<file path="config.mk">
export PLATFORM = sky130hd
export DESIGN_NAME = cr16Datapath
export DESIGN_NICKNAME = d
export VERILOG_FILES = /design/src/common/cr16Pkg.sv /design/src/instrDecoder.sv /design/src/registerFile.sv /design/src/alu/alu.sv /design/src/writebackStage.sv /design/src/cr16Datapath.sv
export SDC_FILE = /design/constraint.sdc
export NUM_CORES = 1
export LEC_CHECK = 0
export BUFFER_PORTS_ARGS = -buffer_cell sky130_fd_sc_hd__buf_2
export CAP_MARGIN = 15
export CORE_MARGIN = 2
export CORE_UTILIZATION = 45
export DETAILED_ROUTE_END_ITERATION = 7
export GPL_TIMING_DRIVEN = 0
export PLACE_DENSITY = 0.69
export SYNTH_ARGS = -nofsm -noshare
export SYNTH_HDL_FRONTEND = slang
export SYNTH_SLANG_ARGS = --single-unit
</file>
<file path="constraint.sdc">
create_clock -name clk -period 5.65 [get_ports clk]
set_input_delay 0.565 -clock clk [delete_from_list [all_inputs] [get_ports clk]]
set_output_delay 0.565 -clock clk [all_outputs]
set_load 0.005 [all_outputs]
</file>
<file path="src/common/cr16Pkg.sv">
`default_nettype none

package cr16Pkg;

	// operation kinds after decode
	typedef enum logic [3:0]
	{
		ADD,
		ADDI,
		SUB,
		SUBI,
		CMP,
		CMPI,
		AND,
		OR,
		XOR,
		MOV,
		MOVI,
		LSH,
		ILLEGAL
	} opcode_e;

	// which part of the status register an instruction touches
	typedef enum logic [1:0]
	{
		NONE,
		// carry and overflow
		ARITH,
		// low, zero and negative
		COMPARE
	} flagGroup_e;

	// primary opcodes, instr[15:12]
	localparam logic [3:0] priRegGroup = 4'b0000;
	localparam logic [3:0] priAddi = 4'b0101;
	localparam logic [3:0] priSubi = 4'b1001;
	localparam logic [3:0] priCmpi = 4'b1011;
	localparam logic [3:0] priMovi = 4'b1101;
	// shift group, needs the matching extended code
	localparam logic [3:0] priLsh = 4'b1000;

	// extended opcodes, instr[7:4]
	localparam logic [3:0] extAdd = 4'b0101;
	localparam logic [3:0] extSub = 4'b1001;
	localparam logic [3:0] extCmp = 4'b1011;
	localparam logic [3:0] extAnd = 4'b0001;
	localparam logic [3:0] extOr = 4'b0010;
	localparam logic [3:0] extXor = 4'b0011;
	localparam logic [3:0] extMov = 4'b1101;
	localparam logic [3:0] extLsh = 4'b0100;

	// processor status flags
	typedef struct packed
	{
		// carry out of add, no-borrow of subtract
		logic carry;
		// unsigned dest < src
		logic low;
		// signed overflow of add or subtract
		logic overflow;
		// dest == src
		logic zero;
		// signed dest < src
		logic negative;
	} flags_t;

	// everything the datapath needs from one instruction word
	typedef struct packed
	{
		opcode_e op;
		logic [3:0] rDest;
		logic [3:0] rSrc;
		// sign extended from instr[7:0]
		logic [15:0] imm;
		logic useImm;
		logic writesDest;
		flagGroup_e flagGroup;
	} decodedInstr_t;

	// what leaves the unit one cycle after the instruction
	typedef struct packed
	{
		logic [3:0] destReg;
		logic [15:0] data;
		logic written;
	} wbResult_t;

endpackage

`default_nettype wire

</file>
<file path="src/instrDecoder.sv">
`timescale 1ns/1ps
`default_nettype none

module instrDecoder import cr16Pkg::*;
(
	input wire logic [15:0] instr,
	output decodedInstr_t decoded,
	output logic illegal
);

	logic [3:0] primary;
	logic [3:0] extended;
	opcode_e op;

	// opcode fields
	assign primary = instr[15:12];
	assign extended = instr[7:4];

	// map primary and extended codes onto an operation
	always_comb
	begin
		op = ILLEGAL;
		case (primary)
			priRegGroup:
			begin
				// register-register group, operation lives in instr[7:4]
				case (extended)
					extAdd: op = ADD;
					extSub: op = SUB;
					extCmp: op = CMP;
					extAnd: op = AND;
					extOr: op = OR;
					extXor: op = XOR;
					extMov: op = MOV;
					default: op = ILLEGAL;
				endcase
			end
			priAddi: op = ADDI;
			priSubi: op = SUBI;
			priCmpi: op = CMPI;
			priMovi: op = MOVI;
			// only the logical shift of this group is kept
			priLsh: op = (extended == extLsh) ? LSH : ILLEGAL;
			default: op = ILLEGAL;
		endcase
	end

	// attributes that follow from the operation
	always_comb
	begin
		decoded.op = op;
		decoded.rDest = instr[11:8];
		decoded.rSrc = instr[3:0];
		decoded.imm = {{8{instr[7]}}, instr[7:0]};
		decoded.useImm = op inside {ADDI, SUBI, CMPI, MOVI};
		// compares and unknown words leave the register file alone
		decoded.writesDest = !(op inside {CMP, CMPI, ILLEGAL});
		case (op)
			ADD, ADDI, SUB, SUBI: decoded.flagGroup = ARITH;
			CMP, CMPI: decoded.flagGroup = COMPARE;
			default: decoded.flagGroup = NONE;
		endcase
	end

	assign illegal = (op == ILLEGAL);

endmodule

`default_nettype wire

</file>
<file path="src/registerFile.sv">
`timescale 1ns/1ps
`default_nettype none

module registerFile
(
	input wire logic clk,
	input wire logic rstN,
	input wire logic [3:0] readAddrA,
	input wire logic [3:0] readAddrB,
	output logic [15:0] readDataA,
	output logic [15:0] readDataB,
	input wire logic writeEn,
	input wire logic [3:0] writeAddr,
	input wire logic [15:0] writeData
);

	// sixteen general purpose registers
	logic [15:0] regs [16];

	// port A, destination operand
	assign readDataA = regs[readAddrA];
	// port B, source operand
	assign readDataB = regs[readAddrB];

	// single write port, committed at the edge
	// next instruction already sees the new value
	always_ff @(posedge clk)
	begin
		if (!rstN)
		begin
			// architectural state starts at zero
			for (int i = 0; i < 16; i++)
			begin
				regs[i] <= '0;
			end
		end
		else if (writeEn)
		begin
			regs[writeAddr] <= writeData;
		end
	end

endmodule

`default_nettype wire

</file>
<file path="src/alu/alu.sv">
`timescale 1ns/1ps
`default_nettype none

module alu import cr16Pkg::*;
(
	input wire decodedInstr_t decoded,
	input wire logic [15:0] operandA,
	input wire logic [15:0] operandB,
	output logic [15:0] value,
	output flags_t flagsOut
);

	// second operand after the immediate mux
	logic [15:0] srcOperand;
	// 17 bits so the carry falls out of the top
	logic [16:0] sum;
	logic [16:0] diff;
	logic [3:0] shiftAmount;
	logic shiftRight;
	logic isSubtract;
	logic addOverflow;
	logic subOverflow;

	assign srcOperand = decoded.useImm ? decoded.imm : operandB;

	// dest + src
	assign sum = {1'b0, operandA} + {1'b0, srcOperand};
	// dest - src as dest + ~src + 1
	// top bit is the no-borrow
	assign diff = {1'b0, operandA} + {1'b0, ~srcOperand} + 17'd1;

	// shift count in src[3:0] and direction in src[4]
	assign shiftAmount = srcOperand[3:0];
	assign shiftRight = srcOperand[4];

	assign isSubtract = decoded.op inside {SUB, SUBI, CMP, CMPI};

	// equal signs in that give a different sign out
	assign addOverflow = (operandA[15] == srcOperand[15]) && (sum[15] != operandA[15]);
	// differing signs in that leave the result unlike dest
	assign subOverflow = (operandA[15] != srcOperand[15]) && (diff[15] != operandA[15]);

	// result select
	always_comb
	begin
		case (decoded.op)
			ADD, ADDI: value = sum[15:0];
			// compare also hands out the difference
			SUB, SUBI, CMP, CMPI: value = diff[15:0];
			AND: value = operandA & srcOperand;
			OR: value = operandA | srcOperand;
			XOR: value = operandA ^ srcOperand;
			MOV, MOVI: value = srcOperand;
			LSH:
			begin
				// logical shift with zeros shifted in on both sides
				if (shiftRight)
				begin
					value = operandA >> shiftAmount;
				end
				else
				begin
					value = operandA << shiftAmount;
				end
			end
			default: value = '0;
		endcase
	end

	// flag candidates for writeback to pick from
	always_comb
	begin
		if (isSubtract)
		begin
			flagsOut.carry = diff[16];
			flagsOut.overflow = subOverflow;
		end
		else
		begin
			flagsOut.carry = sum[16];
			flagsOut.overflow = addOverflow;
		end
		// comparison of dest against src
		flagsOut.low = operandA < srcOperand;
		flagsOut.zero = operandA == srcOperand;
		flagsOut.negative = $signed(operandA) < $signed(srcOperand);
	end

endmodule

`default_nettype wire

</file>
<file path="src/writebackStage.sv">
`timescale 1ns/1ps
`default_nettype none

module writebackStage import cr16Pkg::*;
(
	input wire logic clk,
	input wire logic rstN,
	input wire logic instrValid,
	input wire logic illegal,
	input wire decodedInstr_t decoded,
	input wire logic [15:0] aluValue,
	input wire flags_t aluFlags,
	output logic writeEn,
	output logic [3:0] writeAddr,
	output logic [15:0] writeData,
	output logic resultValid,
	output wbResult_t result,
	output flags_t flags,
	output logic illegalPulse
);

	// a legal instruction is present this cycle
	logic accept;

	assign accept = instrValid && !illegal;

	// register file write on the same edge as the flag update
	assign writeEn = accept && decoded.writesDest;
	assign writeAddr = decoded.rDest;
	assign writeData = aluValue;

	// pulses and the held status flags
	always_ff @(posedge clk)
	begin
		if (!rstN)
		begin
			resultValid <= 1'b0;
			illegalPulse <= 1'b0;
			flags <= '0;
		end
		else
		begin
			resultValid <= accept;
			illegalPulse <= instrValid && illegal;
			if (accept)
			begin
				// merge only the group the instruction owns
				case (decoded.flagGroup)
					ARITH:
					begin
						flags.carry <= aluFlags.carry;
						flags.overflow <= aluFlags.overflow;
					end
					COMPARE:
					begin
						flags.low <= aluFlags.low;
						flags.zero <= aluFlags.zero;
						flags.negative <= aluFlags.negative;
					end
					default:
					begin
						flags <= flags;
					end
				endcase
			end
		end
	end

	// reported value is only meaningful while resultValid is high
	always_ff @(posedge clk)
	begin
		if (accept)
		begin
			result.destReg <= decoded.rDest;
			// compares still report the difference
			result.data <= aluValue;
			result.written <= decoded.writesDest;
		end
	end

endmodule

`default_nettype wire

</file>
<file path="src/cr16Datapath.sv">
`timescale 1ns/1ps
`default_nettype none

module cr16Datapath import cr16Pkg::*;
(
	input wire logic clk,
	input wire logic rstN,
	input wire logic instrValid,
	input wire logic [15:0] instr,
	output logic resultValid,
	output wbResult_t result,
	output flags_t flags,
	output logic illegal
);

	// decode outputs
	decodedInstr_t decoded;
	logic decodeIllegal;

	// register reads, A is dest and B is src
	logic [15:0] readDataA;
	logic [15:0] readDataB;

	// alu outputs
	logic [15:0] aluValue;
	flags_t aluFlags;

	// write port driven by writeback
	logic writeEn;
	logic [3:0] writeAddr;
	logic [15:0] writeData;

	instrDecoder u_instrDecoder
	(
		.instr(instr),
		.decoded(decoded),
		.illegal(decodeIllegal)
	);

	registerFile u_registerFile
	(
		.clk(clk),
		.rstN(rstN),
		.readAddrA(decoded.rDest),
		.readAddrB(decoded.rSrc),
		.readDataA(readDataA),
		.readDataB(readDataB),
		.writeEn(writeEn),
		.writeAddr(writeAddr),
		.writeData(writeData)
	);

	alu u_alu
	(
		.decoded(decoded),
		.operandA(readDataA),
		.operandB(readDataB),
		.value(aluValue),
		.flagsOut(aluFlags)
	);

	// commit point, one cycle to the outputs
	writebackStage u_writebackStage
	(
		.clk(clk),
		.rstN(rstN),
		.instrValid(instrValid),
		.illegal(decodeIllegal),
		.decoded(decoded),
		.aluValue(aluValue),
		.aluFlags(aluFlags),
		.writeEn(writeEn),
		.writeAddr(writeAddr),
		.writeData(writeData),
		.resultValid(resultValid),
		.result(result),
		.flags(flags),
		.illegalPulse(illegal)
	);

endmodule

`default_nettype wire

</file>
==> Word-level counts from Yosys, hierarchy flattened <==
Memory sizes are Yosys's and may differ from the RTL's.
Cells that the tools add are included.
{ "totals": {"regBits": 28, "mem_bits_rw": 256, "inputBits": 19, "out_inout_bits": 28, "memories": 1} }
{ "memory_table": {"columns": ["memory", "depth", "width", "rd", "rd_clocked_by_memory_dff", "wr", "line", "source"], "rows": [
  ["u_registerFile.regs", 16, 16, 2, 0, 16, "registerFile.sv:18", "logic [15:0] regs [16];"]
]} }
{ "classes": {"n_addsub": 3, "order_cmp": 2, "eq_ne": 32, "shift": 2, "mux": 16, "bitwise": 4, "n_reduce_logical": 20} }
{ "op_table": {"columns": ["operator", "n"], "rows": [
  ["16-bit one-hot mux with 7 select lines", 1],
  ["4-bit equality test (second input constant)", 12],
  ["16-bit two-way mux", 3],
  ["16-bit by 16-bit adder with 17-bit output", 2],
  ["16-bit less-than comparator", 2],
  ["4-bit by 3-bit equality test with 1-bit output (second input constant)", 7],
  ["4-bit one-hot mux with 7 select lines", 1],
  ["4-bit one-hot mux with 6 select lines", 1],
  ["17-bit by 1-bit adder with 17-bit output (second input constant)", 1],
  ["16-bit bitwise AND", 1],
  ["16-bit equality test", 1],
  ["4-bit by 2-bit equality test with 1-bit output (second input constant)", 4],
  ["16-bit inverter", 1],
  ["16-bit OR", 1],
  ["16-bit OR reduction", 1],
  ["16-bit by 4-bit left shift with 16-bit output", 1],
  ["16-bit by 4-bit right shift with 16-bit output", 1],
  ["16-bit XOR", 1],
  ["4-bit by 1-bit equality test with 1-bit output (second input constant)", 2],
  ["4-bit logical NOT", 2],
  ["4-bit nonzero test", 2],
  ["4-bit OR reduction", 2],
  ["1-bit two-way mux", 7],
  ["2-bit OR reduction", 3],
  ["other kinds (11)", 19]
]} }

==> Longest topological paths before layout <==
Gate-level depths: netlist (run 1).
{ "logic_depth": {"ltp_word": 12, "depth_mapped": 23} }

==> Cells and area by module <==
From an unflattened synthesis (run 1), not the netlist that was laid out.
{ "hier_totals": {"hier_cells": 1613, "hier_area_um2": 19359.8} }
{ "modules_own_cells": {"columns": ["mod", "n_inst", "cells_per_inst", "area_each_um2", "seq_area_each_um2"], "rows": [
  ["registerFile", 1, 859, 13538.0, 7687.4],
  ["alu", 1, 604, 4220.3, 0.0],
  ["writebackStage", 1, 70, 1071.0, 770.7],
  ["instrDecoder", 1, 80, 530.5, 0.0]
]} }

==> Worst setup path before layout (run 1) <==
No wires, ideal clock.
{ "synth_timing": {"path_type": "input to register", "from": "in instr[0]", "to": "mem u_registerFile.regs[7][15] (data pin)", "arrival_time_ns": 5.248, "required_time_ns": 5.380, "setup_slack_ns": 0.132, "cell_stages": 19, "path_buffers": 6, "cell_sequence": "buf_4 > buf_6 > buf_4 > buf_4 > buf_2 > mux4_2 > mux4_2 > a21oi_1 > inv_1 > ha_1 > inv_1 > and4_1 > nor2b_1 > a311oi_1 > o31a_1 > o21ai_0 > a2111oi_4 > buf_2 > a21oi_1"} }
{ "synth_lines": {"columns": ["element", "line", "source"], "rows": [
  ["start: declaration", "cr16Datapath.sv:9", "input wire logic [15:0] instr,"],
  ["end: declaration", "registerFile.sv:18", null]
]} }

==> summary.md, run 1 <==
| Metric | Value |
|---|---|
| FF-to-FF End | u_registerFile.regs[0][9] |
| Final Setup Violations | 0 |
| Final core utilization | 50.9% |
| N_diodes | 0 |
| CP startpoint kind | input port |
| Synthesized net count | 1629 |
| Global-route wire length before repair | 97.0 mm |
| CP cell instances | buf_2 > buf_4 > buf_4 > clkbuf_4 > clkbuf_4 > mux4_2 > mux4_2 > nand2_1 > o21ai_0 > ha_1 > a21oi_1 > o21ai_1 > a211oi_2 > o31ai_2 > nor4_1 > a2111o_1 > a221oi_2 > o41a_1 > buf_6 > buf_12 > nor2_4 |
| Syn avg cell area | 12.2 sq um |
| Gate Count Post-Synth | 1559 |
| Final period util | 97.7% |
| Post-synthesis sequential area ratio | 44.6% |
| DP Area | 0.0199 sq mm |
| Row count | 75 |
| Leakage | 7.41 nW |
| Wire per inst | 29.9 um |
| Cell Pwr Density | 298 mW/mm^2 |
| Largest net degree at the start of global routing | 22 |
| PortBufs | 44 |
| First-pass DRT Iterations | 6 |
| Worst Hold End | u_writebackStage.result[18] |
| Via count | 15327 |
| Vias in the first global route | 14797 |
| FF-to-FF setup slack | 240 ps |
| Initial core utilization | 45.4% |
| Die ar. | 0.0438 sq mm |
| Synth Cell Area | 0.0190 sq mm |
| Max Cap Viol | 0 |
| Routability Congestion | 0.996 |
| Commonest cells post-synth | edfxtp_1 (277), mux4_2 (168), nor2_1 (159) |
| Max-slew violations | 0 |
| CP endpoint kind | register |
| Area leader, netlist | edfxtp_1 |
| Max clock buf depth | 3 |
| Worst setup path category | in -> reg |
| CTS hold repair buffers | 0 |
| Core Area | 0.0418 sq mm |
| Die Ht | 209 um |
| Min-delay worst type | in -> reg |
| Final Hold Viols | 0 |
| Grt total ovfl | 0 |
| Worst path slowest cell | mux4_2 |
| Nets | 1719 |
| Share of the synthesized area in the top cell type | 43.8% |
| Number of synthesized flops with an enable pin | 277 |
| Critical hold path startpoint | instr[9] |
| Synth warn | 0 |
| Detail Placement HPWL | 49.2 mm |
| Reg2reg path depth | 18 |
| Drt drc | 0 |
| Clk_skew | 13.0 ps |
| Synthesized flop and latch total | 284 |
| Clk sink count | 284 |
| # IOs | 47 |
| Hold Path Cell Cnt | 1 |
| Highest Clock Rate | 181 MHz |
| Async S/R FF share, synth | 0% |
| 1st-iter DRT viols | 2290 |
| Slowest stage delay, CP | 530 ps |
| P&R area growth vs syn | 12.0% |
| Worst slew margin relative to its limit | 16.6% |
| Synth unique cells | 98 |
| Detail Route Antenna Nets | 0 |
| Top_reg_cell synth | edfxtp_1 |
| CTS root buf | clkbuf_16 |
| H-Tree Depth | 1 |
| Worst skew pair latency | 570 ps |
| CP arrival | 5820 ps |
| WL final | 66.1 mm |
| CP Max Fanout | 10 |
| Die width | 209 um |
| Crit path launch | instr[1] |
| CP required | 5940 ps |
| Initial antenna violation count | 0 |
| Synth top area cells | edfxtp_1 (44%), mux4_2 (20%), a21oi_1 (3.7%) |
| Layout cells sized above 1 | 25.6% |
| Aggregate global-route resource usage | 30.1% |
| Least-Margin Pin Slew | 1240 ps |
| Num CTS Buffers | 29 |
| Post-route cell area | 0.0212 sq mm |
| Run status | complete, no violations |
| R2R Path Start | u_registerFile.regs[15][2] |
| CTS tree | built |
| Top-count cell post-synth | edfxtp_1 |
| Post-route minimum period | 5520 ps |
| Clock-pin slew on the worst setup and hold paths | 60 ps |
| VDD IR max | 0.256 mV |
| Via density | 6.94 |
-- kinds of logic after synthesis --
| group | share of synthesized area, % |
|---|---|
| XOR/XNOR | 0.277 |
| AO/OA/AOI/OAI | 14.0 |
| AND/OR/NAND/NOR | 10.7 |
| multiplexers | 22.2 |
| flip-flops | 44.6 |
| adder cells (fa/ha/maj) | 3.44 |
| buffers and inverters | 4.76 |
-- sequential cells by signal, summed over array words and instances (netlist names) --
register,flops
u_writebackStage.flags,5
u_writebackStage.result,21
u_registerFile.regs,256
u_writebackStage.illegalPulse,1
u_writebackStage.resultValid,1
-- through the flow --
stage,hold slack (ps),TNS [ps],setup slack [ps],cells,power (mW)
2_1_floorplan,463,0,132,1559,3.68
3_3_place_gp,471,-795330,-2300,2142,4.22
3_5_place_dp,472,-336990,-2140,2144,4.24
4_1_cts,177,0,10.7,2202,6.22
5_1_grt,188,-47.8,-33.7,2208,6.51
6_report,195,0,128,2208,6.33
-- worst max-delay path by stage --
stage                                  end  slack [ps]  cells after the start
2_1_floorplan   u_registerFile.regs[7][15]         130                     19
3_3_place_gp    u_registerFile.regs[0][14]       -2300                     12
3_5_place_dp    u_registerFile.regs[0][10]       -2140                     20
4_1_cts        u_writebackStage.result[16]          10                     21
5_1_grt        u_writebackStage.result[16]         -30                     22
6_report        u_registerFile.regs[0][14]         130                     21
-- cell usage in the layout, fill, tap and decap left out, drive strengths merged, types with 7 or more instances in the layout --
| cell | instances |
|---|---|
| a2111oi | 7 |
| a211oi | 19 |
| a21oi | 143 |
| a31oi | 9 |
| and2 | 7 |
| and3 | 7 |
| buf | 129 |
| clkbuf | 102 |
| clkinv | 12 |
| dfxtp | 7 |
| edfxtp | 277 |
| ha | 49 |
| inv | 56 |
| mux2i | 38 |
| mux4 | 168 |
| nand2 | 112 |
| nand2b | 7 |
| nand3 | 23 |
| nor2 | 169 |
| nor2b | 10 |
| nor3 | 61 |
| nor4 | 7 |
| o211ai | 44 |
| o21ai | 42 |
| o21bai | 11 |
| o221ai | 11 |
| o31ai | 12 |
| or3 | 7 |
-- layout make-up --
type	instances	area, sq um
clock buffers	32	737
plain buffers	135	771
inverters	55	209
flip-flops and latches	284	8460
multi-input cells	1080	9800
well taps	539	674
repair buffers	64	395
fillers	3550	20500
clock inverters	19	198
-- routing by layer --
| layer | wire, um | up-vias | share of wire (%) | track usage [%] |
|---|---|---|---|---|
| met5 | 0 | - | 0 | 0 |
| met4 | 3290 | 0 | 5.0 | 13.8 |
| met3 | 7860 | 182 | 12 | 6.05 |
| met2 | 30700 | 1174 | 46 | 47.8 |
| met1 | 24300 | 7639 | 37 | 40.1 |
| li1 | - | 6332 | - | - |
-- repair_timing --
action / 4_1_cts / 5_1_grt
endpoints found under the setup margin: 243 / 186
hold endpoints to repair: 0 / 0
setup buffers: 8 / 10
pin swaps: 4 / 9
resized for setup: 46 / 36
-- power by group --
group          total [mW]  internal (mW)  switching, mW
logic                1.95          0.686           1.27
clock network        1.93           1.12          0.818
registers            2.44           2.40         0.0386
-- worst max-delay path, delay by kind of cell --
family | cells | cell delay, ps
AOI/OAI and AO/OA | 8 | 1970
buffers and inverters | 7 | 1650
muxes | 2 | 900
adders and majority gates | 1 | 470
and+or+nand+nor | 3 | 230
Note: power is estimated with default switching activity, not from simulation.
==> run 2, diff against run 1 <==
--- a/config.mk
+++ b/config.mk
@@ -7,10 +7,9 @@
 export LEC_CHECK = 0
 export BUFFER_PORTS_ARGS = -buffer_cell sky130_fd_sc_hd__buf_2
 export CAP_MARGIN = 15
-export CORE_MARGIN = 2
 export CORE_UTILIZATION = 45
 export DETAILED_ROUTE_END_ITERATION = 7
-export GPL_TIMING_DRIVEN = 0
+export GPL_TIMING_DRIVEN = 1
 export PLACE_DENSITY = 0.69
 export SYNTH_ARGS = -nofsm -noshare
 export SYNTH_HDL_FRONTEND = slang
==> summary.md, run 2 (synthesis results as in run 1) <==
| Metric | Value |
|---|---|
| Run status | complete, no violations (unchanged) |
| Clock power share | 29.9% (was 30.6%) |
| Die Ht | 207 um (was 209 um) |
| Initial antenna violation count | 1 (was 0) |
| Clk_skew | 8.56 ps (was 13.0 ps) |
| Leakage | 7.39 nW (was 7.41 nW) |
| Initial core utilization | 46.0% (was 45.4%) |
| Worst path slowest cell | a2111oi_0 (was mux4_2) |
| Vias in the first global route | 14802 (was 14797) |
| Drt drc | 0 (unchanged) |
| Max Cap Viol | 0 (unchanged) |
| Clk sink count | 284 (unchanged) |
| Die width | 207 um (was 209 um) |
| Placed instance count | 2108 (was 2144) |
| Max-slew violations | 0 (unchanged) |
| Worst slew margin relative to its limit | 17.5% (was 16.6%) |
| Least-Margin Pin Slew | 1230 ps (was 1240 ps) |
| Worst path bufs/invs | 4 (was 7) |
| Post-route minimum period | 5080 ps (was 5520 ps) |
| Num CTS Buffers | 29 (unchanged) |
| Worst setup path category | in -> reg (unchanged) |
| Row count | 74 (was 75) |
| Gate power share | 30.3% (was 30.9%) |
| CTS root buf | clkbuf_16 (unchanged) |
| Largest net degree at the start of global routing | 43 (was 22) |
| 1st-iter DRT viols | 2078 (was 2290) |
| CP required | 5960 ps (was 5940 ps) |
| CP Max Fanout | 19 (was 10) |
| Area of the multi-input gates | 0.00964 sq mm (was 0.00980 sq mm) |
| Crit path max-delay family | compound AO/OA/AOI/OAI gates (unchanged) |
| Final Setup Violations | 0 (unchanged) |
| CP cell instances | buf_4 > buf_4 > mux4_2 > mux4_2 > mux2_2 > ha_1 > buf_4 > o21ai_0 > a311oi_1 > o21ai_0 > a2111oi_0 > o21ai_0 > o31ai_2 > buf_12 > nor2_1 (was buf_2 > buf_4 > buf_4 > clkbuf_4 > clkbuf_4 > mux4_2 > mux4_2 > nand2_1 > o21ai_0 > ha_1 > a21oi_1 > o21ai_1 > a211oi_2 > o31ai_2 > nor4_1 > a2111o_1 > a221oi_2 > o41a_1 > buf_6 > buf_12 > nor2_4) |
| Top Registers | u_registerFile.regs x256, u_writebackStage.result x21, u_writebackStage.flags x5 (unchanged) |
| Cell Pwr Density | 292 mW/mm^2 (was 298 mW/mm^2) |
| N_diodes | 0 (unchanged) |
| Grt total ovfl | 0 (unchanged) |
| Final period util | 89.9% (was 97.7%) |
| Setup Fix Bufs, Post-CTS | 0 (was 8) |
| Core Area | 0.0412 sq mm (was 0.0418 sq mm) |
| Slowest stage delay, CP | 700 ps (was 530 ps) |
| First-pass DRT Iterations | 5 (was 6) |
| CTS hold repair buffers | 0 (unchanged) |
| CTS resizes | 0 (was 46) |
| WHS | 284 ps (was 195 ps) |
| Layout cells sized above 1 | 25.6% (about the same) |
| Wire per inst | 30.1 um (was 29.9 um) |
| Sum Neg Setup Slack | 0 ps (unchanged) |
| Aggregate global-route resource usage | 30.0% (was 30.1%) |
| Most flops, register | u_registerFile.regs (unchanged) |
| P&R area growth vs syn | 10.9% (was 12.0%) |
| CP endpoint kind | register (unchanged) |
| Register area | 0.00846 sq mm (unchanged) |
| Max reg flops | 256 (unchanged) |
| Detail Placement HPWL | 44.6 mm (was 49.2 mm) |
| Total power | 6.14 mW (was 6.33 mW) |
| Worst skew pair latency | 570 ps (about the same) |
| Most frequent cells in the layout | edfxtp_1 (277), mux4_2 (168), nor2_1 (159) (was edfxtp_1 (277), mux4_2 (168), nor2_1 (157)) |
| CTS tree | built (unchanged) |
| Global-route wire length before repair | 95.8 mm (was 97.0 mm) |
| CP arrival | 5390 ps (was 5820 ps) |
| Highest Clock Rate | 197 MHz (was 181 MHz) |
| WL final | 65.0 mm (was 66.1 mm) |
| RSZ-0062 raised after global routing | false |
| VDD IR max | 0.289 mV (was 0.256 mV) |
| Sw Ratio | 33.5% (was 33.6%) |
| Detail Route Antenna Nets | 0 (unchanged) |
| Min-delay worst type | in -> reg (unchanged) |
| CP startpoint kind | input port (unchanged) |
| Via count | 15192 (was 15327) |
| H-Tree Depth | 1 (unchanged) |
| Die ar. | 0.0430 sq mm (was 0.0438 sq mm) |
| Nets | 1677 (was 1719) |
| Max clock buf depth | 3 (unchanged) |
| P_int | 4.09 mW (was 4.20 mW) |
| Commonest non-fill, non-tap cell in the layout | edfxtp_1 (unchanged) |
| Clock-pin slew on the worst setup and hold paths | 60 ps (about the same) |
| Via density | 7.04 (was 6.94) |
| Reg power frac | 39.7% (was 38.5%) |
| Final Hold Viols | 0 (unchanged) |
| PortBufs | 46 (was 44) |
| Routability Congestion | 1.03 (was 0.996) |
| Fill cell count | 3488 (was 3550) |
| Non-Filler Instances | 2158 (was 2208) |
| # IOs | 47 (unchanged) |
| Switching pwr | 2.05 mW (was 2.12 mW) |
## run 2: final timing paths
| path | startpoint | end | slack (ps) | cells past startpoint |
|---|---|---|---|---|
| max | instr[0] | u_registerFile.regs[13][10] | 570 | 15 |
| min | instrValid | u_writebackStage.illegalPulse | 280 | 2 |
| min reg2reg | u_writebackStage.flags[4] | u_writebackStage.flags[4] | 510 | 2 |
| max reg2reg | u_registerFile.regs[15][0] | u_registerFile.regs[13][10] | 670 | 15 |
## run 2: power groups by stage
stage                     sequential (mW)  clock (mW)  combinational, mW
final                                2.44        1.84               1.86
after global routing                 2.45        1.92               1.95
after CTS                            2.44        1.84               1.81
after detailed placement             2.48           0               1.80
after global placement               2.48           0               1.79
after floorplan                      2.47           0               1.21
## run 2: stage by stage
step	util [%]	instance area (sq um)	setup WS [ps]
finish	51.0	21000	573
global route	51.0	21000	433
CTS	51.0	21000	703
detailed placement	48.9	20200	151
global placement	48.9	20200	201
floorplan	-	19000	132
## run 2: per-layer routing
metal | vias up | track usage [%] | share of wire (%) | routed length (um)
met5 | - | 0 | 0.012 | 8
met4 | 2 | 16.3 | 5.9 | 3860
met3 | 235 | 6.67 | 12 | 7870
met2 | 1183 | 47.4 | 46 | 30200
met1 | 7519 | 38.4 | 36 | 23100
li1 | 6253 | - | - | -
## run 2: area by class of cell
type / instances / share of cell area [%]
Multi-Input combinational cell: 1080 / 45.9
Sequential cell: 284 / 40.2
Timing Repair Buffer: 157 / 5.62
Clock buffer: 36 / 3.58
Tap cell: 532 / 3.17
Inverter: 55 / 0.994
Clock inverter: 14 / 0.577
